## config.mk

```make
export PLATFORM = sky130hd
export DESIGN_NAME = framer_top
export DESIGN_NICKNAME = d
export VERILOG_FILES = /design/src/design/framer_pkg.sv /design/src/design/framer_csr.sv /design/src/design/udp_port_map.sv /design/src/design/ipv4_checksum.sv /design/src/design/eth_udp_framer.sv /design/src/design/framer_top.sv
export SDC_FILE = /design/constraint.sdc
export NUM_CORES = 1
export LEC_CHECK = 0
export BUFFER_PORTS_ARGS = -buffer_cell sky130_fd_sc_hd__buf_4
export CELL_PAD_IN_SITES_DETAIL_PLACEMENT = 2
export CELL_PAD_IN_SITES_GLOBAL_PLACEMENT = 2
export CORE_ASPECT_RATIO = 0.9
export CORE_MARGIN = 1.5
export CORE_UTILIZATION = 36
export CTS_CLUSTER_DIAMETER = 80
export DETAILED_ROUTE_END_ITERATION = 10
export PLACE_DENSITY = 0.76
export REMOVE_ABC_BUFFERS = 1
export SLEW_MARGIN = 10
export SYNTH_ARGS = -nofsm -noshare
export SYNTH_HDL_FRONTEND = slang
export SYNTH_SLANG_ARGS = --single-unit
```

## constraint.sdc

```tcl
create_clock -name clk -period 4.7 [get_ports clk]
set_input_delay 0.235 -clock clk [delete_from_list [all_inputs] [get_ports clk]]
set_output_delay 0.235 -clock clk [all_outputs]
set_load 0.005 [all_outputs]
```

## src/design/framer_pkg.sv

```systemverilog
`default_nettype none

package framer_pkg;

   // ------------------------------------------------
   // Stream, header and config types
   // ------------------------------------------------

   // One word of the raw packet stream
   typedef struct packed {
      logic [63:0] data;
      logic        last;
   } in_beat_t;

   // One word of the framed stream, tail counts valid bytes of the last beat
   typedef struct packed {
      logic [63:0] data;
      logic        last;
      logic [2:0]  tail;
   } out_beat_t;

   // Fields found in the top half of the first payload beat
   typedef struct packed {
      logic [15:0] flow_id;
      logic [15:0] length;
   } pkt_header_t;

   // Host programmed framing parameters
   typedef struct packed {
      logic [47:0]      mac_dst;
      logic [47:0]      mac_src;
      logic [31:0]      ipv4_dst;
      logic [31:0]      ipv4_src;
      logic [15:0]      udp_src;
      logic [7:0][15:0] udp_dst_table;
      logic [9:0]       udp_dst_base;
      logic             enable;
   } framer_cfg_t;

   // Single cycle register write
   typedef struct packed {
      logic        we;
      logic [4:0]  addr;
      logic [31:0] wdata;
   } csr_write_t;

   // ------------------------------------------------
   // Protocol constants
   // ------------------------------------------------

   localparam logic [15:0] C_ETHERTYPE          = 16'h0800;
   localparam logic [3:0]  C_VERSION            = 4'd4;
   // No IPv4 options, so five words
   localparam logic [3:0]  C_IHL                = 4'd5;
   localparam logic [7:0]  C_DSCP_ECN           = 8'd0;
   localparam logic [15:0] C_IDENTIFICATION     = 16'd0;
   // Don't fragment
   localparam logic [2:0]  C_FLAGS              = 3'b010;
   localparam logic [12:0] C_FRAG_OFFSET        = 13'd0;
   localparam logic [7:0]  C_TTL                = 8'd16;
   // UDP
   localparam logic [7:0]  C_PROTOCOL           = 8'd17;
   localparam logic [15:0] C_UDP_CHECKSUM       = 16'd0;
   localparam logic [15:0] C_IPV4_UDP_HDR_BYTES = 16'd28;
   localparam logic [15:0] C_UDP_HDR_BYTES      = 16'd8;
   localparam int          C_HEADER_BEATS       = 6;

   // Sum of the IPv4 header words that never change
   localparam logic [17:0] C_PRECALC_CHECKSUM =
      18'({C_VERSION, C_IHL, C_DSCP_ECN}) + 18'(C_IDENTIFICATION) +
      18'({C_FLAGS, C_FRAG_OFFSET}) + 18'({C_TTL, C_PROTOCOL});

   // ------------------------------------------------
   // Register map
   // ------------------------------------------------

   localparam logic [4:0] A_MAC_DST_HI   = 5'd0;
   localparam logic [4:0] A_MAC_DST_LO   = 5'd1;
   localparam logic [4:0] A_MAC_SRC_HI   = 5'd2;
   localparam logic [4:0] A_MAC_SRC_LO   = 5'd3;
   localparam logic [4:0] A_IPV4_DST     = 5'd4;
   localparam logic [4:0] A_IPV4_SRC     = 5'd5;
   localparam logic [4:0] A_UDP_SRC      = 5'd6;
   localparam logic [4:0] A_UDP_DST0     = 5'd7;
   localparam logic [4:0] A_UDP_DST1     = 5'd8;
   localparam logic [4:0] A_UDP_DST2     = 5'd9;
   localparam logic [4:0] A_UDP_DST3     = 5'd10;
   localparam logic [4:0] A_UDP_DST4     = 5'd11;
   localparam logic [4:0] A_UDP_DST5     = 5'd12;
   localparam logic [4:0] A_UDP_DST6     = 5'd13;
   localparam logic [4:0] A_UDP_DST7     = 5'd14;
   localparam logic [4:0] A_UDP_DST_BASE = 5'd15;
   // Bit 0 enables framing
   localparam logic [4:0] A_CONTROL      = 5'd16;

endpackage

`default_nettype wire

```

## src/design/framer_csr.sv

```systemverilog
`timescale 1ns/1ps
`default_nettype none

module framer_csr (
   input  wire                      clk,
   input  wire                      rst,
   input  framer_pkg::csr_write_t   wr,
   output framer_pkg::framer_cfg_t  cfg
);

   import framer_pkg::*;

   // ------------------------------------------------
   // Write decode
   // ------------------------------------------------

   // Every register clears on reset, which leaves framing disabled
   always_ff @(posedge clk) begin
      if (rst) begin
         cfg <= '0;
      end else if (wr.we) begin
         case (wr.addr)
            // MAC addresses split as 16 bit high word and 32 bit low word
            A_MAC_DST_HI:   cfg.mac_dst[47:32] <= wr.wdata[15:0];
            A_MAC_DST_LO:   cfg.mac_dst[31:0]  <= wr.wdata;
            A_MAC_SRC_HI:   cfg.mac_src[47:32] <= wr.wdata[15:0];
            A_MAC_SRC_LO:   cfg.mac_src[31:0]  <= wr.wdata;
            // IPv4 addresses are one word each
            A_IPV4_DST:     cfg.ipv4_dst <= wr.wdata;
            A_IPV4_SRC:     cfg.ipv4_src <= wr.wdata;
            A_UDP_SRC:      cfg.udp_src  <= wr.wdata[15:0];
            // Port table for table mode
            A_UDP_DST0:     cfg.udp_dst_table[0] <= wr.wdata[15:0];
            A_UDP_DST1:     cfg.udp_dst_table[1] <= wr.wdata[15:0];
            A_UDP_DST2:     cfg.udp_dst_table[2] <= wr.wdata[15:0];
            A_UDP_DST3:     cfg.udp_dst_table[3] <= wr.wdata[15:0];
            A_UDP_DST4:     cfg.udp_dst_table[4] <= wr.wdata[15:0];
            A_UDP_DST5:     cfg.udp_dst_table[5] <= wr.wdata[15:0];
            A_UDP_DST6:     cfg.udp_dst_table[6] <= wr.wdata[15:0];
            A_UDP_DST7:     cfg.udp_dst_table[7] <= wr.wdata[15:0];
            // Upper ten port bits for direct mode
            A_UDP_DST_BASE: cfg.udp_dst_base <= wr.wdata[9:0];
            A_CONTROL:      cfg.enable <= wr.wdata[0];
            // Unmapped addresses fall through untouched
            default: begin
            end
         endcase
      end
   end

endmodule

`default_nettype wire

```

## src/design/udp_port_map.sv

```systemverilog
`timescale 1ns/1ps
`default_nettype none

module udp_port_map (
   input  framer_pkg::pkt_header_t  hdr,
   input  framer_pkg::framer_cfg_t  cfg,
   output logic [15:0]              udp_dst
);

   import framer_pkg::*;

   // Mode select and the two candidate ports
   logic        direct_mode;
   logic [15:0] direct_port;
   logic [15:0] table_port;

   // ------------------------------------------------
   // Flow to port mapping
   // ------------------------------------------------

   // Flow bit 8 picks direct mode
   assign direct_mode = hdr.flow_id[8];

   // Base register on top, low six flow bits below
   assign direct_port = {cfg.udp_dst_base, hdr.flow_id[5:0]};

   // Low three flow bits pick one of the eight table entries
   assign table_port = cfg.udp_dst_table[hdr.flow_id[2:0]];

   always_comb begin
      if (direct_mode) begin
         udp_dst = direct_port;
      end else begin
         udp_dst = table_port;
      end
   end

endmodule

`default_nettype wire

```

## src/design/ipv4_checksum.sv

```systemverilog
`timescale 1ns/1ps
`default_nettype none

module ipv4_checksum (
   input  wire         clk,
   input  wire         stage_addr,
   input  wire         stage_fold,
   input  wire         stage_final,
   input  wire  [31:0] ipv4_src,
   input  wire  [31:0] ipv4_dst,
   input  wire  [15:0] total_length,
   output logic [15:0] checksum
);

   import framer_pkg::*;

   // Partial sums between the stages
   logic [18:0] sum_addr;
   logic [18:0] sum_addr_len;
   logic [16:0] sum_fold;

   // ------------------------------------------------
   // Stage 1
   // ------------------------------------------------

   // Four address halves plus the constant header words
   always_ff @(posedge clk) begin
      if (stage_addr) begin
         sum_addr <= 19'(ipv4_src[31:16]) + 19'(ipv4_src[15:0]) +
                     19'(ipv4_dst[31:16]) + 19'(ipv4_dst[15:0]) +
                     19'(C_PRECALC_CHECKSUM);
      end
   end

   // ------------------------------------------------
   // Stage 2
   // ------------------------------------------------

   // Nineteen bits still hold the total length without overflow
   assign sum_addr_len = sum_addr + 19'(total_length);

   // Fold the three carry bits back into the low word
   always_ff @(posedge clk) begin
      if (stage_fold) begin
         sum_fold <= 17'(sum_addr_len[15:0]) + 17'(sum_addr_len[18:16]);
      end
   end

   // ------------------------------------------------
   // Stage 3
   // ------------------------------------------------

   // At most one carry left, folding it cannot carry again
   always_ff @(posedge clk) begin
      if (stage_final) begin
         checksum <= ~(sum_fold[15:0] + 16'(sum_fold[16]));
      end
   end

endmodule

`default_nettype wire

```

## src/design/eth_udp_framer.sv

```systemverilog
`timescale 1ns/1ps
`default_nettype none

module eth_udp_framer (
   input  wire                      clk,
   input  wire                      rst,
   input  framer_pkg::framer_cfg_t  cfg,
   input  wire                      in_valid,
   input  framer_pkg::in_beat_t     in_beat,
   output logic                     in_ready,
   output logic                     out_valid,
   output framer_pkg::out_beat_t    out_beat,
   input  wire                      out_ready,
   output logic                     idle
);

   import framer_pkg::*;

   // Idle, one state per header beat, then payload
   typedef enum logic [$clog2(C_HEADER_BEATS + 2)-1:0] {
      S_IDLE,
      S_HDR1,
      S_HDR2,
      S_HDR3,
      S_HDR4,
      S_HDR5,
      S_HDR6,
      S_PAYLOAD
   } state_t;

   state_t      state;
   pkt_header_t hdr;
   // Shared by the IPv4 total length and the UDP length
   logic [15:0] len_q;
   logic [15:0] udp_dst;
   logic [15:0] ip_checksum;

   // ------------------------------------------------
   // State machine
   // ------------------------------------------------

   always_ff @(posedge clk) begin
      if (rst) begin
         state <= S_IDLE;
         idle  <= 1'b0;
      end else begin
         case (state)
            S_IDLE: begin
               // Enable only matters here, a started packet always completes
               if (cfg.enable && in_valid) begin
                  state <= S_HDR1;
               end
               idle <= ~cfg.enable;
            end
            // Header beats advance only when the sink takes them
            S_HDR1: if (out_ready) state <= S_HDR2;
            S_HDR2: if (out_ready) state <= S_HDR3;
            S_HDR3: if (out_ready) state <= S_HDR4;
            S_HDR4: if (out_ready) state <= S_HDR5;
            S_HDR5: if (out_ready) state <= S_HDR6;
            S_HDR6: if (out_ready) state <= S_PAYLOAD;
            S_PAYLOAD: begin
               // Back to idle once the last beat transfers
               if (in_valid && out_ready && in_beat.last) begin
                  state <= S_IDLE;
               end
            end
            default: state <= S_IDLE;
         endcase
      end
   end

   // Peek at the first beat, it stays in place to go out as payload later
   always_ff @(posedge clk) begin
      if (state == S_IDLE && cfg.enable && in_valid) begin
         hdr <= pkt_header_t'(in_beat.data[63:32]);
      end
   end

   // ------------------------------------------------
   // Lengths, port and checksum
   // ------------------------------------------------

   // Total length before beat 3, reloaded with the UDP length before beat 6
   always_ff @(posedge clk) begin
      if (state == S_HDR1) begin
         len_q <= hdr.length + C_IPV4_UDP_HDR_BYTES;
      end else if (state == S_HDR4) begin
         len_q <= hdr.length + C_UDP_HDR_BYTES;
      end
   end

   udp_port_map u_port_map (
      .hdr     (hdr),
      .cfg     (cfg),
      .udp_dst (udp_dst)
   );

   // Stages ride on header beats 1 to 3, result lands before beat 4
   ipv4_checksum u_checksum (
      .clk          (clk),
      .stage_addr   (state == S_HDR1),
      .stage_fold   (state == S_HDR2),
      .stage_final  (state == S_HDR3),
      .ipv4_src     (cfg.ipv4_src),
      .ipv4_dst     (cfg.ipv4_dst),
      .total_length (len_q),
      .checksum     (ip_checksum)
   );

   // ------------------------------------------------
   // Stream handshake and data mux
   // ------------------------------------------------

   // Payload is a straight combinational path from input to output
   always_comb begin
      in_ready  = (state == S_PAYLOAD) ? out_ready : 1'b0;
      out_valid = (state == S_PAYLOAD) ? in_valid : (state != S_IDLE);
      out_beat.last = (state == S_PAYLOAD) ? in_beat.last : 1'b0;
      // Byte count of the final beat, zero when all eight are used
      out_beat.tail = (state == S_PAYLOAD && in_beat.last) ? hdr.length[2:0] : 3'd0;
   end

   always_comb begin
      case (state)
         // Ethernet destination and source
         S_HDR1: out_beat.data = {48'h0, cfg.mac_dst[47:32]};
         S_HDR2: out_beat.data = {cfg.mac_dst[31:0], cfg.mac_src[47:16]};
         // Ethertype, then the first IPv4 word
         S_HDR3: out_beat.data = {cfg.mac_src[15:0], C_ETHERTYPE, C_VERSION, C_IHL,
                                  C_DSCP_ECN, len_q};
         S_HDR4: out_beat.data = {C_IDENTIFICATION, C_FLAGS, C_FRAG_OFFSET, C_TTL,
                                  C_PROTOCOL, ip_checksum};
         S_HDR5: out_beat.data = {cfg.ipv4_src, cfg.ipv4_dst};
         // UDP header with checksum left at zero
         S_HDR6: out_beat.data = {cfg.udp_src, udp_dst, len_q, C_UDP_CHECKSUM};
         default: out_beat.data = in_beat.data;
      endcase
   end

endmodule

`default_nettype wire

```

## src/design/framer_top.sv

```systemverilog
`timescale 1ns/1ps
`default_nettype none

module framer_top (
   input  wire                      clk,
   input  wire                      rst,
   // Host register writes
   input  framer_pkg::csr_write_t   csr_wr,
   // Raw packet stream in
   input  wire                      in_valid,
   input  framer_pkg::in_beat_t     in_beat,
   output logic                     in_ready,
   // Framed packet stream out
   output logic                     out_valid,
   output framer_pkg::out_beat_t    out_beat,
   input  wire                      out_ready,
   output logic                     idle
);

   import framer_pkg::*;

   // Configuration bus from the register file
   framer_cfg_t cfg;

   // ------------------------------------------------
   // Register file
   // ------------------------------------------------

   framer_csr u_csr (
      .clk (clk),
      .rst (rst),
      .wr  (csr_wr),
      .cfg (cfg)
   );

   // ------------------------------------------------
   // Header insertion
   // ------------------------------------------------

   eth_udp_framer u_framer (
      .clk       (clk),
      .rst       (rst),
      .cfg       (cfg),
      .in_valid  (in_valid),
      .in_beat   (in_beat),
      .in_ready  (in_ready),
      .out_valid (out_valid),
      .out_beat  (out_beat),
      .out_ready (out_ready),
      .idle      (idle)
   );

endmodule

`default_nettype wire

```

==> impl_table.tex, run 1 <==
\begin{tabular}{lr}
\hline
Metric & Value \\
\hline
\multicolumn{2}{l}{\textbf{Clock network}} \\
\quad \# H-tree levels & 2 \\
\quad Cell at the root of the clock tree & sky130\_fd\_sc\_hd\_\_clkbuf\_16 \\
\quad Sinks on Clock Net & 410 \\
\quad Clock tree from TritonCTS & done \\
\quad Clk pin slew, worst setup/hold paths & 60 ps \\
\quad Clock latency reported for the late side of the worst-skew pair & 600 ps \\
\quad Clock Tree Buf Depth & 3 \\
\quad Number of buffers added by the clock tree synthesis step & 48 \\
\multicolumn{2}{l}{\textbf{Worst hold path}} \\
\quad Hold Crit Depth & 3 \\
\quad Endpoint, Worst Hold & u\_csr.cfg[32]\$\_SDFFE\_PP0P\_ \\
\quad Worst hold path startpoint & csr\_wr[5] \\
\quad Type of the most critical hold path & in -> reg \\
\multicolumn{2}{l}{\textbf{Critical path}} \\
\quad Worst Setup Path Type & reg -> reg \\
\quad Cells along the critical path & ha\_2, inv\_1, fa\_2, nor2b\_2, o21ai\_2, a21boi\_2, buf\_4, o21a\_1, a21oi\_1, xor2\_1, ha\_1, inv\_1, fa\_1, ha\_1, o211ai\_1, a31oi\_1, o2111ai\_2, a31oi\_2, o21a\_1, o21a\_1, nor2\_1 \\
\quad Arrival time of the worst setup path & 4940 ps \\
\quad Buffers and inverters on the worst path & 3 \\
\quad Critical path's most frequent cell & sky130\_fd\_sc\_hd\_\_o21a\_1 \\
\quad Cell type of the slowest stage on the worst timing path & sky130\_fd\_sc\_hd\_\_fa\_1 \\
\quad Critical Path End Type & flop \\
\quad Family with the most delay on the worst path & compound AO/OA/AOI/OAI gates \\
\quad Reg-to-reg slack, setup & 90 ps \\
\quad Kind of start point of the critical path & flop \\
\quad Reg-to-reg critical path endpoint & u\_framer.u\_checksum.sum\_addr[16]\$\_DFFE\_PP\_ \\
\quad CP required & 5030 ps \\
\quad Crit path max fanout & 3 \\
\quad Worst reg-to-reg path cell count & 21 \\
\quad Launch point of the worst reg-to-reg path & u\_csr.cfg[171]\$\_SDFFE\_PP0P\_ \\
\quad Slowest cell delay on critical path & 450 ps \\
\multicolumn{2}{l}{\textbf{Die}} \\
\quad Core area & 58300 um\^{}2 \\
\quad Starting density of the core & 36.3\% \\
\quad DIE AREA & 60300 um\^{}2 \\
\quad Num rows & 84 \\
\quad Width of the die & 259 um \\
\quad Die Ht & 233 um \\
\quad Top-level port count & 178 \\
\multicolumn{2}{l}{\textbf{GRT}} \\
\quad First-pass GRT wire length & around 140000 um \\
\quad Number of antenna violations at the first check in global routing & 4 \\
\quad GRT overflow & 0 \\
\quad Vias in the first global route & 22100 \\
\quad Maximum number of pins on one net before global-route repair & 116 \\
\quad Overall Global Routing Usage & 30.4\% \\
\multicolumn{2}{l}{\textbf{Pwr}} \\
\quad Internal power component & 5.89 mW \\
\quad Proportion of total power due to net switching & 25.0\% \\
\quad Flop pwr share & 46.3\% \\
\quad Combinational group share of total power & 7.2\% \\
\quad Switching power & 1.96 mW \\
\quad Static Leakage & 9.00 nW \\
\quad Part of the total power dissipated in the clock network & 46.5\% \\
\quad Worst supply voltage drop on vdd & 0.227 mV \\
\quad Power per Cell Area & 311 nW/um\^{}2 \\
\multicolumn{2}{l}{\textbf{Placed design}} \\
\quad Number of input and output port buffers inserted & between 150 and 200 \\
\quad DP HPWL & 62900 um \\
\quad Cell count after placement & 3394 \\
\quad Final RePlAce weighted congestion & $\sim$0.9 \\
\quad Cell area after placement & 23200 um\^{}2 \\
\multicolumn{2}{l}{\textbf{Finish}} \\
\quad Final standard cell count with taps included and fillers excluded & around 3500 \\
\quad Total number of nets in the final design & between 2000 and 3000 \\
\quad Post-layout util & 43.3\% \\
\quad Area growth syn-to-layout & 19.2\% \\
\quad Final cell area excluding filler cells & 25300 um\^{}2 \\
\quad Most frequent cells in the layout & sky130\_fd\_sc\_hd\_\_nand2\_1 (711), sky130\_fd\_sc\_hd\_\_a21oi\_1 (365), sky130\_fd\_sc\_hd\_\_dfxtp\_1 (313), sky130\_fd\_sc\_hd\_\_buf\_4 (217), sky130\_fd\_sc\_hd\_\_nor2\_1 (146) \\
\quad Most common library cell in the layout ignoring fill and taps & sky130\_fd\_sc\_hd\_\_nand2\_1 \\
\quad Area of the multi-input gates & 11300 um\^{}2 \\
\quad Share of post-route cells with drive strength above 1 & 13.9\% \\
\quad \# fillers & 6505 \\
\quad Antenna diodes & 0 \\
\quad Sequential cell area & a little over 9000 um\^{}2 \\
\multicolumn{2}{l}{\textbf{Synthesis}} \\
\quad Synth Area in Simple Gates & 18.7\% \\
\quad Seq/Total Area, Yosys & between 40\% and 50\% \\
\quad Mapped Avg Cell Area & $\sim$8 um\^{}2 \\
\quad Async SR Flop Fraction & 0\% \\
\quad Synthesized flop and latch total & 410 \\
\quad Number of warning messages in the yosys log & 0 \\
\quad Main synth FF type & sky130\_fd\_sc\_hd\_\_dfxtp\_1 \\
\quad Cell types occupying the most area after synthesis & sky130\_fd\_sc\_hd\_\_dfxtp\_1 (30\%), sky130\_fd\_sc\_hd\_\_edfxtp\_1 (13\%), sky130\_fd\_sc\_hd\_\_nand2\_1 (13\%) \\
\quad Post-synthesis instance area & 21200 um\^{}2 \\
\quad Complex-gate fraction of the synthesized area & between 10\% and 20\% \\
\quad Area share of xor/xnor cells in the synthesized design & roughly 3.5\% \\
\quad Post-synth EDFFs & 91 \\
\quad Cell taking the most area after synthesis & sky130\_fd\_sc\_hd\_\_dfxtp\_1 \\
\quad Multiplexer area fraction after synthesis & 4.78\% \\
\quad Combinational family with the most area after synthesis & compound AO/OA/AOI/OAI gates \\
\quad Adder-Cell Fraction of Synth Area & $\sim$6.2\% \\
\quad Synthesized instance count & 2588 \\
\quad Number of unique standard cell types used by synthesis & 69 \\
\quad Area fraction of the dominant cell type after synthesis & between 30 and 40\% \\
\multicolumn{2}{l}{\textbf{Detailed routing}} \\
\quad Total wire length after detailed routing & just over 90000 um \\
\quad Post-detailed-route DRC marker count & 0 \\
\quad First-pass DRT Iterations & 8 \\
\quad DR vias & 20500 \\
\quad Vias per std cell & 5.80 \\
\quad Iteration-0 DRC count of the detailed router & 1302 \\
\quad Number of nets still failing antenna checks after routing & 0 \\
\quad Routed WL per cell & 26.3 um \\
\multicolumn{2}{l}{\textbf{STA}} \\
\quad Final count of hold timing violations & 0 \\
\quad Share of the clock period used by the worst path after layout & between 90\% and 100\% \\
\quad Max-slew violation count & 0 \\
\quad Worst slew margin relative to its limit & a little under a fifth \\
\quad Slew of the pin with the lowest slew margin & 1210 ps \\
\quad Worst clock skew & 29.8 ps \\
\quad Final TNS setup & 0 ps \\
\quad Final setup viols & 0 \\
\quad Time the final worst path needs with I/O delays and setup & 4610 ps \\
\quad Achievable clock frequency & 0.217 GHz \\
\multicolumn{2}{l}{\textbf{Job}} \\
\quad Number of max-capacitance violations reported & 0 \\
\multicolumn{2}{l}{\textbf{Run status}} \\
\quad Result of the run & completed \\
\hline
\end{tabular}
-- tightest hold or removal path, delay by kind of cell --
family	cells	cell delay [ps]
AO/OA/AOI/OAI	1	60
AND/OR/NAND/NOR	1	90
buffers and inverters	1	200
-- final cells by class --
class	count	area share, %
multi-input cells	1921	44.8
flip-flops and latches	410	36.2
repair buffers	263	8.33
clock buffers	75	5.39
well taps	774	3.83
inverters	73	1.08
clock inverters	14	0.456
-- state kept, by name, indices dropped and copies added (netlist names) --
signal                        cells
u_framer.state                    3
u_framer.u_checksum.checksum     16
u_csr.cfg                       315
u_framer.idle                     1
u_framer.len_q                   16
u_framer.u_checksum.sum_addr     19
u_framer.hdr                     23
u_framer.u_checksum.sum_fold     17
-- timing repair --
item | CTS | global route
setup endpoints to repair | 8 | 11
endpoints found under the hold margin | 117 | 0
buffers inserted | 0 | 3
gates resized for setup | 5 | 24
hold buffers | 44 | 0
pin swaps | 2 | 10
-- per-layer routing --
| layer | vias up | routed length [um] | track usage (%) |
|---|---|---|---|
| li1 | 9189 | - | - |
| met1 | 10500 | 39800 | 39.3 |
| met2 | 587 | 45700 | 52.9 |
| met3 | 168 | 4410 | 3.52 |
| met4 | 4 | 2830 | 9.94 |
| met5 | - | 23 | 0 |
-- synth_stat cells (27+ instances only) --
library cell	n
sky130_fd_sc_hd__xnor2_1	56
sky130_fd_sc_hd__xor2_1	29
sky130_fd_sc_hd__o21ai_0	132
sky130_fd_sc_hd__a21oi_1	368
sky130_fd_sc_hd__nand2_1	712
sky130_fd_sc_hd__inv_1	73
sky130_fd_sc_hd__nor2_1	163
sky130_fd_sc_hd__edfxtp_1	91
sky130_fd_sc_hd__clkbuf_1	171
sky130_fd_sc_hd__mux2i_1	27
sky130_fd_sc_hd__ha_1	75
sky130_fd_sc_hd__nand3_1	29
sky130_fd_sc_hd__dfxtp_1	319
sky130_fd_sc_hd__mux4_2	32
-- worst max-delay path by stage --
stage,slack (ps),depth (start not counted),end,startpoint
floorplan,-1680,4,out_beat[10],u_framer.state[1]$_SDFFE_PP0P_
global placement,100,20,u_framer.u_checksum.sum_addr[15]$_DFFE_PP_,u_csr.cfg[155]$_SDFFE_PP0P_
detailed placement,-90,17,u_framer.u_checksum.sum_fold[12]$_DFFE_PP_,u_framer.len_q[0]$_DFFE_PP_
CTS,-0.7,21,u_framer.u_checksum.sum_addr[15]$_DFFE_PP_,u_csr.cfg[155]$_SDFFE_PP0P_
global route,-110,21,u_framer.u_checksum.sum_addr[16]$_DFFE_PP_,u_csr.cfg[171]$_SDFFE_PP0P_
finish,90,21,u_framer.u_checksum.sum_addr[16]$_DFFE_PP_,u_csr.cfg[171]$_SDFFE_PP0P_
-- power by group through the flow --
stage / Clock (mW) / Combinational (mW) / Sequential (mW)
after floorplan: 0 / 0.167 / 3.71
after global placement: 0 / 0.508 / 3.71
after detailed placement: 0 / 0.524 / 3.71
after CTS: 3.70 / 0.557 / 3.63
after global routing: 3.85 / 0.602 / 3.64
final: 3.65 / 0.566 / 3.63
-- stage by stage --
step / power [mW] / hold WS [ps] / worst slack [ps]
finish: 7.85 / 25.4 / 88.0
global route: 8.09 / 29.6 / -106
CTS: 7.89 / 3.19 / -0.651
detailed placement: 4.24 / 429 / -91.3
global placement: 4.22 / 431 / 103
floorplan: 3.88 / 304 / -1680
-- kinds of logic (layout without fill, tap and decap cells) --
kind of cell | after synthesis | in the layout
flip-flops | 410 | 410
XOR/XNOR | 85 | 85
multiplexers | 61 | 61
buffers and inverters | 257 | 425
AO/OA/AOI/OAI | 691 | 691
AND/OR/NAND/NOR | 990 | 990
adder cells (fa/ha/maj) | 94 | 94
Note: power is estimated with default switching activity, not from simulation.
==> run 2, diff against run 1 <==
--- a/config.mk
+++ b/config.mk
@@ -14,7 +14,7 @@
 export CTS_CLUSTER_DIAMETER = 80
 export DETAILED_ROUTE_END_ITERATION = 10
 export PLACE_DENSITY = 0.76
-export REMOVE_ABC_BUFFERS = 1
+export RECOVER_POWER = 25
 export SLEW_MARGIN = 10
 export SYNTH_ARGS = -nofsm -noshare
 export SYNTH_HDL_FRONTEND = slang
==> impl_table.tex, run 2 (synthesized netlist as in run 1, its figures left out) <==
\begin{tabular}{lr}
\hline
Metric & Value \\
\hline
\multicolumn{2}{l}{\textbf{GRT}} \\
\quad GRT overflow & 0 (unchanged) \\
\quad Vias in the first global route & 22000 (was 22100) \\
\quad Number of antenna violations at the first check in global routing & 5 (was 4) \\
\quad First-pass GRT wire length & 146000 um (was 139000 um) \\
\quad Overall Global Routing Usage & 32.8\% (was 30.4\%) \\
\quad Maximum number of pins on one net before global-route repair & 135 (was 116) \\
\multicolumn{2}{l}{\textbf{Worst hold path}} \\
\quad Endpoint, Worst Hold & u\_csr.cfg[301]\$\_SDFFE\_PP0P\_ (was u\_csr.cfg[32]\$\_SDFFE\_PP0P\_) \\
\quad Type of the most critical hold path & in -> reg (unchanged) \\
\quad Worst hold path startpoint & csr\_wr[2] (was csr\_wr[5]) \\
\quad Hold Crit Depth & 3 (unchanged) \\
\multicolumn{2}{l}{\textbf{Detailed routing}} \\
\quad First-pass DRT Iterations & 6 (was 8) \\
\quad Vias per std cell & 5.91 (was 5.80) \\
\quad DR vias & 20900 (was 20500) \\
\quad Iteration-0 DRC count of the detailed router & 1618 (was 1302) \\
\quad Number of nets still failing antenna checks after routing & 0 (unchanged) \\
\quad Post-detailed-route DRC marker count & 0 (unchanged) \\
\quad Total wire length after detailed routing & 100000 um (was 92800 um) \\
\quad Routed WL per cell & 28.3 um (was 26.3 um) \\
\multicolumn{2}{l}{\textbf{STA}} \\
\quad Slew of the pin with the lowest slew margin & 2990 ps (was 1210 ps) \\
\quad Max-slew violation count & 167 (was 0) \\
\quad Share of the clock period used by the worst path after layout & 95.6\% (was 98.1\%) \\
\quad Setup repair after global routing missed its margin & yes \\
\quad Achievable clock frequency & 0.222 GHz (was 0.217 GHz) \\
\quad Worst clock skew & 21.6 ps (was 29.8 ps) \\
\quad Worst slew margin relative to its limit & -101\% (was 18.8\%) \\
\quad Final setup viols & 0 (unchanged) \\
\quad Fin Hold WS & 39.4 ps (was 25.4 ps) \\
\quad Setup WS post-layout & 205 ps (was 88.0 ps) \\
\quad Time the final worst path needs with I/O delays and setup & 4500 ps (was 4610 ps) \\
\quad Final count of hold timing violations & 0 (unchanged) \\
\multicolumn{2}{l}{\textbf{Critical path}} \\
\quad Start point of the critical path & u\_csr.cfg[172]\$\_SDFFE\_PP0P\_ (was u\_csr.cfg[171]\$\_SDFFE\_PP0P\_) \\
\quad Kind of start point of the critical path & flop (unchanged) \\
\quad Cells along the critical path & ha\_1, a21oi\_1, nor2b\_1, o21ai\_1, nand2\_1, a21oi\_1, xor2\_1, fa\_1, inv\_1, ha\_1, ha\_1, or3\_1, o221ai\_2, a21oi\_2, o41ai\_2, buf\_4, o2111ai\_1, a21oi\_1, xnor2\_1 (was ha\_2, inv\_1, fa\_2, nor2b\_2, o21ai\_2, a21boi\_2, buf\_4, o21a\_1, a21oi\_1, xor2\_1, ha\_1, inv\_1, fa\_1, ha\_1, o211ai\_1, a31oi\_1, o2111ai\_2, a31oi\_2, o21a\_1, o21a\_1, nor2\_1) \\
\quad Reg-to-reg slack, setup & 200 ps (was 90 ps) \\
\quad Reg-to-reg critical path endpoint & u\_framer.u\_checksum.sum\_addr[17]\$\_DFFE\_PP\_ (was u\_framer.u\_checksum.sum\_addr[16]\$\_DFFE\_PP\_) \\
\quad Cell type of the slowest stage on the worst timing path & sky130\_fd\_sc\_hd\_\_fa\_1 (unchanged) \\
\quad CP required & 5050 ps (was 5030 ps) \\
\quad Worst Setup Path Type & reg -> reg (unchanged) \\
\quad Arrival time of the worst setup path & 4850 ps (was 4940 ps) \\
\quad Worst reg-to-reg path cell count & 19 (was 21) \\
\quad Crit path max fanout & 4 (was 3) \\
\quad Launch point of the worst reg-to-reg path & u\_csr.cfg[172]\$\_SDFFE\_PP0P\_ (was u\_csr.cfg[171]\$\_SDFFE\_PP0P\_) \\
\quad Critical Path End Type & flop (unchanged) \\
\quad Slowest cell delay on critical path & 440 ps (was 450 ps) \\
\multicolumn{2}{l}{\textbf{Finish}} \\
\quad Total number of nets in the final design & 2916 (was 2918) \\
\quad Final standard cell count with taps included and fillers excluded & 3530 (unchanged) \\
\quad Share of post-route cells with drive strength above 1 & 12.9\% (was 13.9\%) \\
\quad \# fillers & 6521 (was 6505) \\
\quad Largest registers & u\_csr.cfg (315), u\_framer.hdr (23), u\_framer.u\_checksum.sum\_addr (19) (unchanged) \\
\quad Largest register FFs & 315 (unchanged) \\
\quad Most frequent cells in the layout & sky130\_fd\_sc\_hd\_\_nand2\_1 (712), sky130\_fd\_sc\_hd\_\_a21oi\_1 (365), sky130\_fd\_sc\_hd\_\_dfxtp\_1 (315), sky130\_fd\_sc\_hd\_\_buf\_4 (190), sky130\_fd\_sc\_hd\_\_nor2\_1 (149) (was sky130\_fd\_sc\_hd\_\_nand2\_1 (711), sky130\_fd\_sc\_hd\_\_a21oi\_1 (365), sky130\_fd\_sc\_hd\_\_dfxtp\_1 (313), sky130\_fd\_sc\_hd\_\_buf\_4 (217), sky130\_fd\_sc\_hd\_\_nor2\_1 (146)) \\
\quad Area growth syn-to-layout & 18.9\% (was 19.2\%) \\
\quad Most common library cell in the layout ignoring fill and taps & sky130\_fd\_sc\_hd\_\_nand2\_1 (unchanged) \\
\quad Register bank with the most flops & u\_csr.cfg (unchanged) \\
\multicolumn{2}{l}{\textbf{Clock network}} \\
\quad Cell at the root of the clock tree & sky130\_fd\_sc\_hd\_\_clkbuf\_16 (unchanged) \\
\quad Clock tree from TritonCTS & done (unchanged) \\
\quad \# H-tree levels & 2 (unchanged) \\
\quad Number of buffers added by the clock tree synthesis step & 48 (unchanged) \\
\quad Sinks on Clock Net & 410 (unchanged) \\
\quad Clk pin slew, worst setup/hold paths & 60 ps (about the same) \\
\quad Clock Tree Buf Depth & 3 (unchanged) \\
\quad Clock latency reported for the late side of the worst-skew pair & 610 ps (was 600 ps) \\
\multicolumn{2}{l}{\textbf{Die}} \\
\quad Top-level port count & 178 (unchanged) \\
\quad Width of the die & 259 um (unchanged) \\
\quad Die Ht & 233 um (unchanged) \\
\quad Num rows & 84 (unchanged) \\
\quad Starting density of the core & 36.3\% (unchanged) \\
\quad DIE AREA & 60300 um\^{}2 (unchanged) \\
\quad Core area & 58300 um\^{}2 (unchanged) \\
\multicolumn{2}{l}{\textbf{Job}} \\
\quad Number of max-capacitance violations reported & 7 (was 0) \\
\multicolumn{2}{l}{\textbf{Pwr}} \\
\quad Static Leakage & 8.95 nW (was 9.00 nW) \\
\quad Worst supply voltage drop on vdd & 0.239 mV (was 0.227 mV) \\
\quad Power per Cell Area & 321 nW/um\^{}2 (was 311 nW/um\^{}2) \\
\quad Total design power & 8.09 mW (was 7.85 mW) \\
\multicolumn{2}{l}{\textbf{Placed design}} \\
\quad Cell count after placement & 3398 (was 3394) \\
\quad Minimum setup slack after placement & -176 ps (was -91.3 ps) \\
\quad Final RePlAce weighted congestion & 0.911 (was 0.900) \\
\quad Number of input and output port buffers inserted & 177 (unchanged) \\
\quad DP HPWL & 69900 um (was 62900 um) \\
\multicolumn{2}{l}{\textbf{Run status}} \\
\quad Result of the run & finished, violations left (was completed) \\
\quad Failing checks & max-capacitance violations, max-slew violations \\
\multicolumn{2}{l}{\textbf{Synthesis}} \\
\quad Number of nets in the synthesized netlist & around 2800 \\
\hline
\end{tabular}
==> run 2: changes by cell type in the layout (fill, tap and decap cells not counted), sizes merged <==
| cell | previous run | this run |
|---|---|---|
| buf | 219 | 192 |
| clkbuf | 75 | 99 |
| diode | 0 | 4 |
| dlygate4sd3 | 44 | 40 |
| clkinvlp | 0 | 2 |
| bufinv | 1 | 2 |
| clkinv | 11 | 12 |
| inv | 75 | 74 |
==> run 2: worst max-delay path: cells and delay by family (launching register included) <==
family          cells  cell delay (ps)
fa+ha+maj           4             1190
flops               1              400
xor+xnor            2              290
buf+inv             2              260
compound gates      8             1500
simple gates        3              590
==> run 2: cell type report <==
class                           instances  area [um^2]  area share (%)
Antenna cell                            4         10.0          0.0397
Inverter                               73          274            1.09
Tap cell                              774          968            3.85
Sequential cell                       410         9130            36.3
Clock inverter                         17          171           0.681
Clock buffer                           70         1410            5.58
Timing Repair Buffer                  261         1980            7.85
Multi-Input combinational cell       1921        11200            44.6
==> run 2: per-layer routing <==
| layer | GRT usage [%] | vias to the layer above | wire length (um) |
|---|---|---|---|
| met5 | 0 | - | 0 |
| met4 | 9.06 | 0 | 2430 |
| met3 | 4.10 | 128 | 6290 |
| met2 | 53.9 | 714 | 46500 |
| met1 | 45.1 | 10900 | 44800 |
| li1 | - | 9180 | - |
==> run 2: power by group <==
group	internal, mW	switching (mW)
Sequential	3.62	0.0257
Combinational	0.212	0.373
Clock	2.20	1.67
==> run 2: how the worst max path moves through the flow <==
stage | end | slack, ps | cells past startpoint
floorplan | u_framer.u_checksum.sum_addr[18]$_DFFE_PP_ | 520 | 21
global placement | u_framer.u_checksum.sum_addr[18]$_DFFE_PP_ | 140 | 21
detailed placement | u_framer.u_checksum.sum_fold[12]$_DFFE_PP_ | -180 | 17
CTS | u_framer.u_checksum.sum_addr[17]$_DFFE_PP_ | 40 | 21
global route | u_framer.u_checksum.sum_addr[17]$_DFFE_PP_ | -40 | 19
finish | u_framer.u_checksum.sum_addr[17]$_DFFE_PP_ | 200 | 19
==> run 2: through the flow <==
stage | area [um^2] | utilization (%) | TNS, ps
detailed placement | 23200 | 39.8 | -668
floorplan | 21200 | - | 0
CTS | 25200 | 43.3 | 0
global route | 25200 | 43.2 | -38.3
finish | 25200 | 43.2 | 0
global placement | 23200 | 39.8 | 0
==> run 2: timing repair <==
item | 4_1_cts | 5_1_grt
hold endpoints to repair | 84 | 0
resized for setup | 9 | 15
setup buffers | 1 | 0
gates cloned | 0 | 0
hold buffers | 40 | 0
setup endpoints to repair | 6 | 11
pin swaps | 4 | 9
==> run 3, diff against run 2 <==
--- a/config.mk
+++ b/config.mk
@@ -14,7 +14,6 @@
 export CTS_CLUSTER_DIAMETER = 80
 export DETAILED_ROUTE_END_ITERATION = 10
 export PLACE_DENSITY = 0.76
-export RECOVER_POWER = 25
 export SLEW_MARGIN = 10
 export SYNTH_ARGS = -nofsm -noshare
 export SYNTH_HDL_FRONTEND = slang
==> impl_table.tex, run 3 (synthesized netlist as in run 1, its figures left out) <==
\begin{tabular}{lr}
\hline
Metric & Value \\
\hline
\multicolumn{2}{l}{\textbf{Run status}} \\
\quad Result of the run & completed (was finished, violations left) \\
\multicolumn{2}{l}{\textbf{Worst hold path}} \\
\quad Type of the most critical hold path & in -> reg (unchanged) \\
\multicolumn{2}{l}{\textbf{Critical path}} \\
\quad Slowest cell delay on critical path & 440 ps (about the same) \\
\quad Buffers and inverters on the worst path & 2 (unchanged) \\
\quad CP required & 5050 ps (about the same) \\
\quad Worst Setup Path Type & reg -> reg (unchanged) \\
\quad Cell type of the slowest stage on the worst timing path & sky130\_fd\_sc\_hd\_\_fa\_1 (unchanged) \\
\quad Crit path max fanout & 4 (unchanged) \\
\quad Cells along the critical path & ha\_1, a21oi\_1, nor2b\_1, o21ai\_1, nand2\_1, a21oi\_1, xor2\_1, fa\_1, inv\_1, ha\_1, ha\_1, or3\_1, o221ai\_2, a21oi\_2, o41ai\_2, buf\_4, o2111ai\_1, a21oi\_1, xnor2\_1 (unchanged) \\
\quad Critical Path End Type & flop (unchanged) \\
\quad Arrival time of the worst setup path & 4850 ps (about the same) \\
\quad Kind of start point of the critical path & flop (unchanged) \\
\quad Family with the most delay on the worst path & compound AO/OA/AOI/OAI gates (unchanged) \\
\multicolumn{2}{l}{\textbf{STA}} \\
\quad Share of the clock period used by the worst path after layout & 95.6\% (about the same) \\
\quad Setup repair after global routing missed its margin & yes (unchanged) \\
\quad Fin Hold WS & 30.6 ps (was 39.4 ps) \\
\quad Time the final worst path needs with I/O delays and setup & 4490 ps (was 4500 ps) \\
\quad Final setup viols & 0 (unchanged) \\
\quad Worst clock skew & 22.9 ps (was 21.6 ps) \\
\quad Worst slew margin relative to its limit & 19.5\% (was -101\%) \\
\quad Max-slew violation count & 0 (was 167) \\
\quad Achievable clock frequency & 0.223 GHz (was 0.222 GHz) \\
\quad Final count of hold timing violations & 0 (unchanged) \\
\quad Slew of the pin with the lowest slew margin & 1210 ps (was 2990 ps) \\
\multicolumn{2}{l}{\textbf{Detailed routing}} \\
\quad Total wire length after detailed routing & 100000 um (about the same) \\
\quad Vias per std cell & 5.90 (was 5.91) \\
\quad Number of nets still failing antenna checks after routing & 0 (unchanged) \\
\quad Post-detailed-route DRC marker count & 0 (unchanged) \\
\quad DR vias & 20800 (was 20900) \\
\quad First-pass DRT Iterations & 7 (was 6) \\
\quad Iteration-0 DRC count of the detailed router & 1638 (was 1618) \\
\quad Routed WL per cell & 28.4 um (was 28.3 um) \\
\multicolumn{2}{l}{\textbf{Finish}} \\
\quad Area of the multi-input gates & 11300 um\^{}2 (was 11200 um\^{}2) \\
\quad Area growth syn-to-layout & 19.5\% (was 18.9\%) \\
\quad Most common library cell in the layout ignoring fill and taps & sky130\_fd\_sc\_hd\_\_nand2\_1 (unchanged) \\
\quad Largest register FFs & 315 (unchanged) \\
\quad Post-layout util & 43.4\% (was 43.2\%) \\
\quad Largest registers & u\_csr.cfg (315), u\_framer.hdr (23), u\_framer.u\_checksum.sum\_addr (19) (unchanged) \\
\quad \# fillers & 6487 (was 6521) \\
\quad Share of post-route cells with drive strength above 1 & 14.1\% (was 12.9\%) \\
\quad Sequential cell area & 9130 um\^{}2 (unchanged) \\
\quad Register bank with the most flops & u\_csr.cfg (unchanged) \\
\quad Most frequent cells in the layout & sky130\_fd\_sc\_hd\_\_nand2\_1 (712), sky130\_fd\_sc\_hd\_\_a21oi\_1 (365), sky130\_fd\_sc\_hd\_\_dfxtp\_1 (315), sky130\_fd\_sc\_hd\_\_buf\_4 (219), sky130\_fd\_sc\_hd\_\_nor2\_1 (146) (was sky130\_fd\_sc\_hd\_\_nand2\_1 (712), sky130\_fd\_sc\_hd\_\_a21oi\_1 (365), sky130\_fd\_sc\_hd\_\_dfxtp\_1 (315), sky130\_fd\_sc\_hd\_\_buf\_4 (190), sky130\_fd\_sc\_hd\_\_nor2\_1 (149)) \\
\quad Total number of nets in the final design & 2916 (unchanged) \\
\quad Final standard cell count with taps included and fillers excluded & 3529 (was 3530) \\
\multicolumn{2}{l}{\textbf{Synthesis}} \\
\quad Number of nets in the synthesized netlist & 2789 (unchanged) \\
\multicolumn{2}{l}{\textbf{Pwr}} \\
\quad Worst supply voltage drop on vdd & 0.239 mV (about the same) \\
\quad Power per Cell Area & 320 nW/um\^{}2 (was 321 nW/um\^{}2) \\
\quad Total design power & 8.10 mW (was 8.09 mW) \\
\quad Static Leakage & 9.05 nW (was 8.95 nW) \\
\multicolumn{2}{l}{\textbf{Clock network}} \\
\quad \# H-tree levels & 2 (unchanged) \\
\quad Cell at the root of the clock tree & sky130\_fd\_sc\_hd\_\_clkbuf\_16 (unchanged) \\
\quad Number of buffers added by the clock tree synthesis step & 48 (unchanged) \\
\quad Clock latency reported for the late side of the worst-skew pair & 610 ps (about the same) \\
\quad Sinks on Clock Net & 410 (unchanged) \\
\quad Clock Tree Buf Depth & 3 (unchanged) \\
\quad Clk pin slew, worst setup/hold paths & 60 ps (about the same) \\
\quad Clock tree from TritonCTS & done (unchanged) \\
\multicolumn{2}{l}{\textbf{Die}} \\
\quad Core area & 58300 um\^{}2 (unchanged) \\
\quad Width of the die & 259 um (unchanged) \\
\quad DIE AREA & 60300 um\^{}2 (unchanged) \\
\quad Die Ht & 233 um (unchanged) \\
\quad Starting density of the core & 36.3\% (unchanged) \\
\quad Top-level port count & 178 (unchanged) \\
\quad Num rows & 84 (unchanged) \\
\multicolumn{2}{l}{\textbf{GRT}} \\
\quad Overall Global Routing Usage & 32.8\% (unchanged) \\
\quad Maximum number of pins on one net before global-route repair & 135 (unchanged) \\
\quad Vias in the first global route & 22000 (unchanged) \\
\quad GRT overflow & 0 (unchanged) \\
\quad First-pass GRT wire length & 146000 um (unchanged) \\
\quad Number of antenna violations at the first check in global routing & 5 (unchanged) \\
\multicolumn{2}{l}{\textbf{Job}} \\
\quad Number of max-capacitance violations reported & 0 (was 7) \\
\multicolumn{2}{l}{\textbf{Placed design}} \\
\quad Final RePlAce weighted congestion & 0.911 (unchanged) \\
\quad Number of input and output port buffers inserted & 177 (unchanged) \\
\quad DP HPWL & 69900 um (unchanged) \\
\quad Cell count after placement & 3398 (unchanged) \\
\hline
\end{tabular}
[run 3: changes by cell type in the layout (fill, tap and decap cells not counted), moves of 3 or more]
cell / before / now
sky130_fd_sc_hd__clkbuf_1: 39 / 12
sky130_fd_sc_hd__nor2_1: 149 / 146
sky130_fd_sc_hd__nor2_2: 13 / 16
sky130_fd_sc_hd__buf_4: 190 / 219
[run 3: final cells by class]
type	instances	share of cell area (%)
Multi-Input combinational cell	1921	44.5
Sequential cell	410	36.1
Timing Repair Buffer	261	8.22
Clock buffer	70	5.56
Tap cell	774	3.83
Inverter	73	1.08
Clock inverter	17	0.677
Antenna cell	3	0.0297
[run 3: worst min-delay path, delay by kind of cell]
| family | cells | cell delay [ps] |
|---|---|---|
| AO/OA/AOI/OAI | 1 | 50 |
| AND/OR/NAND/NOR | 1 | 90 |
| buffers and inverters | 1 | 200 |
[run 3: power breakdown]
group | total (mW) | internal (mW) | leakage [nW] | switching [mW]
combinational | 0.596 | 0.222 | 4.89 | 0.374
sequential | 3.64 | 3.62 | 3.39 | 0.0257
clock | 3.87 | 2.20 | 0.772 | 1.67
total | 8.10 | 6.03 | 9.05 | 2.07
[run 3: final timing paths]
kind,to,slack [ps],from,cells after the start
setup / recovery,u_framer.u_checksum.sum_addr[17]$_DFFE_PP_,210,u_csr.cfg[156]$_SDFFE_PP0P_,19
hold / removal,u_csr.cfg[301]$_SDFFE_PP0P_,30,csr_wr[2],3
setup reg to reg,u_framer.u_checksum.sum_addr[17]$_DFFE_PP_,210,u_csr.cfg[156]$_SDFFE_PP0P_,19
hold reg to reg,u_csr.cfg[96]$_SDFFE_PP0P_,460,u_csr.cfg[96]$_SDFFE_PP0P_,2
[run 3: routing by layer]
layer	GRT usage, %	vias up	part of all wire, %
met5	0	-	0.0080
met4	9.06	2	2.4
met3	4.10	128	6.5
met2	53.9	707	46
met1	45.1	10800	45
li1	-	9184	-
[run 3: what timing repair did]
action	4_1_cts	5_1_grt
gates resized for setup	9	15
endpoints found under the setup margin	6	11
hold endpoints to repair	84	0
cloned	0	0
pin swaps	4	9
hold buffers	40	0
buffers inserted	1	0
[run 3: through the flow]
stage | worst slack (ps) | TNS (ps) | instance area [um^2]
2_1_floorplan | 516 | 0 | 21200
3_3_place_gp | 136 | 0 | 23200
3_5_place_dp | -176 | -668 | 23200
4_1_cts | 44.5 | 0 | 25200
5_1_grt | -38.3 | -38.3 | 25300
6_report | 207 | 0 | 25300
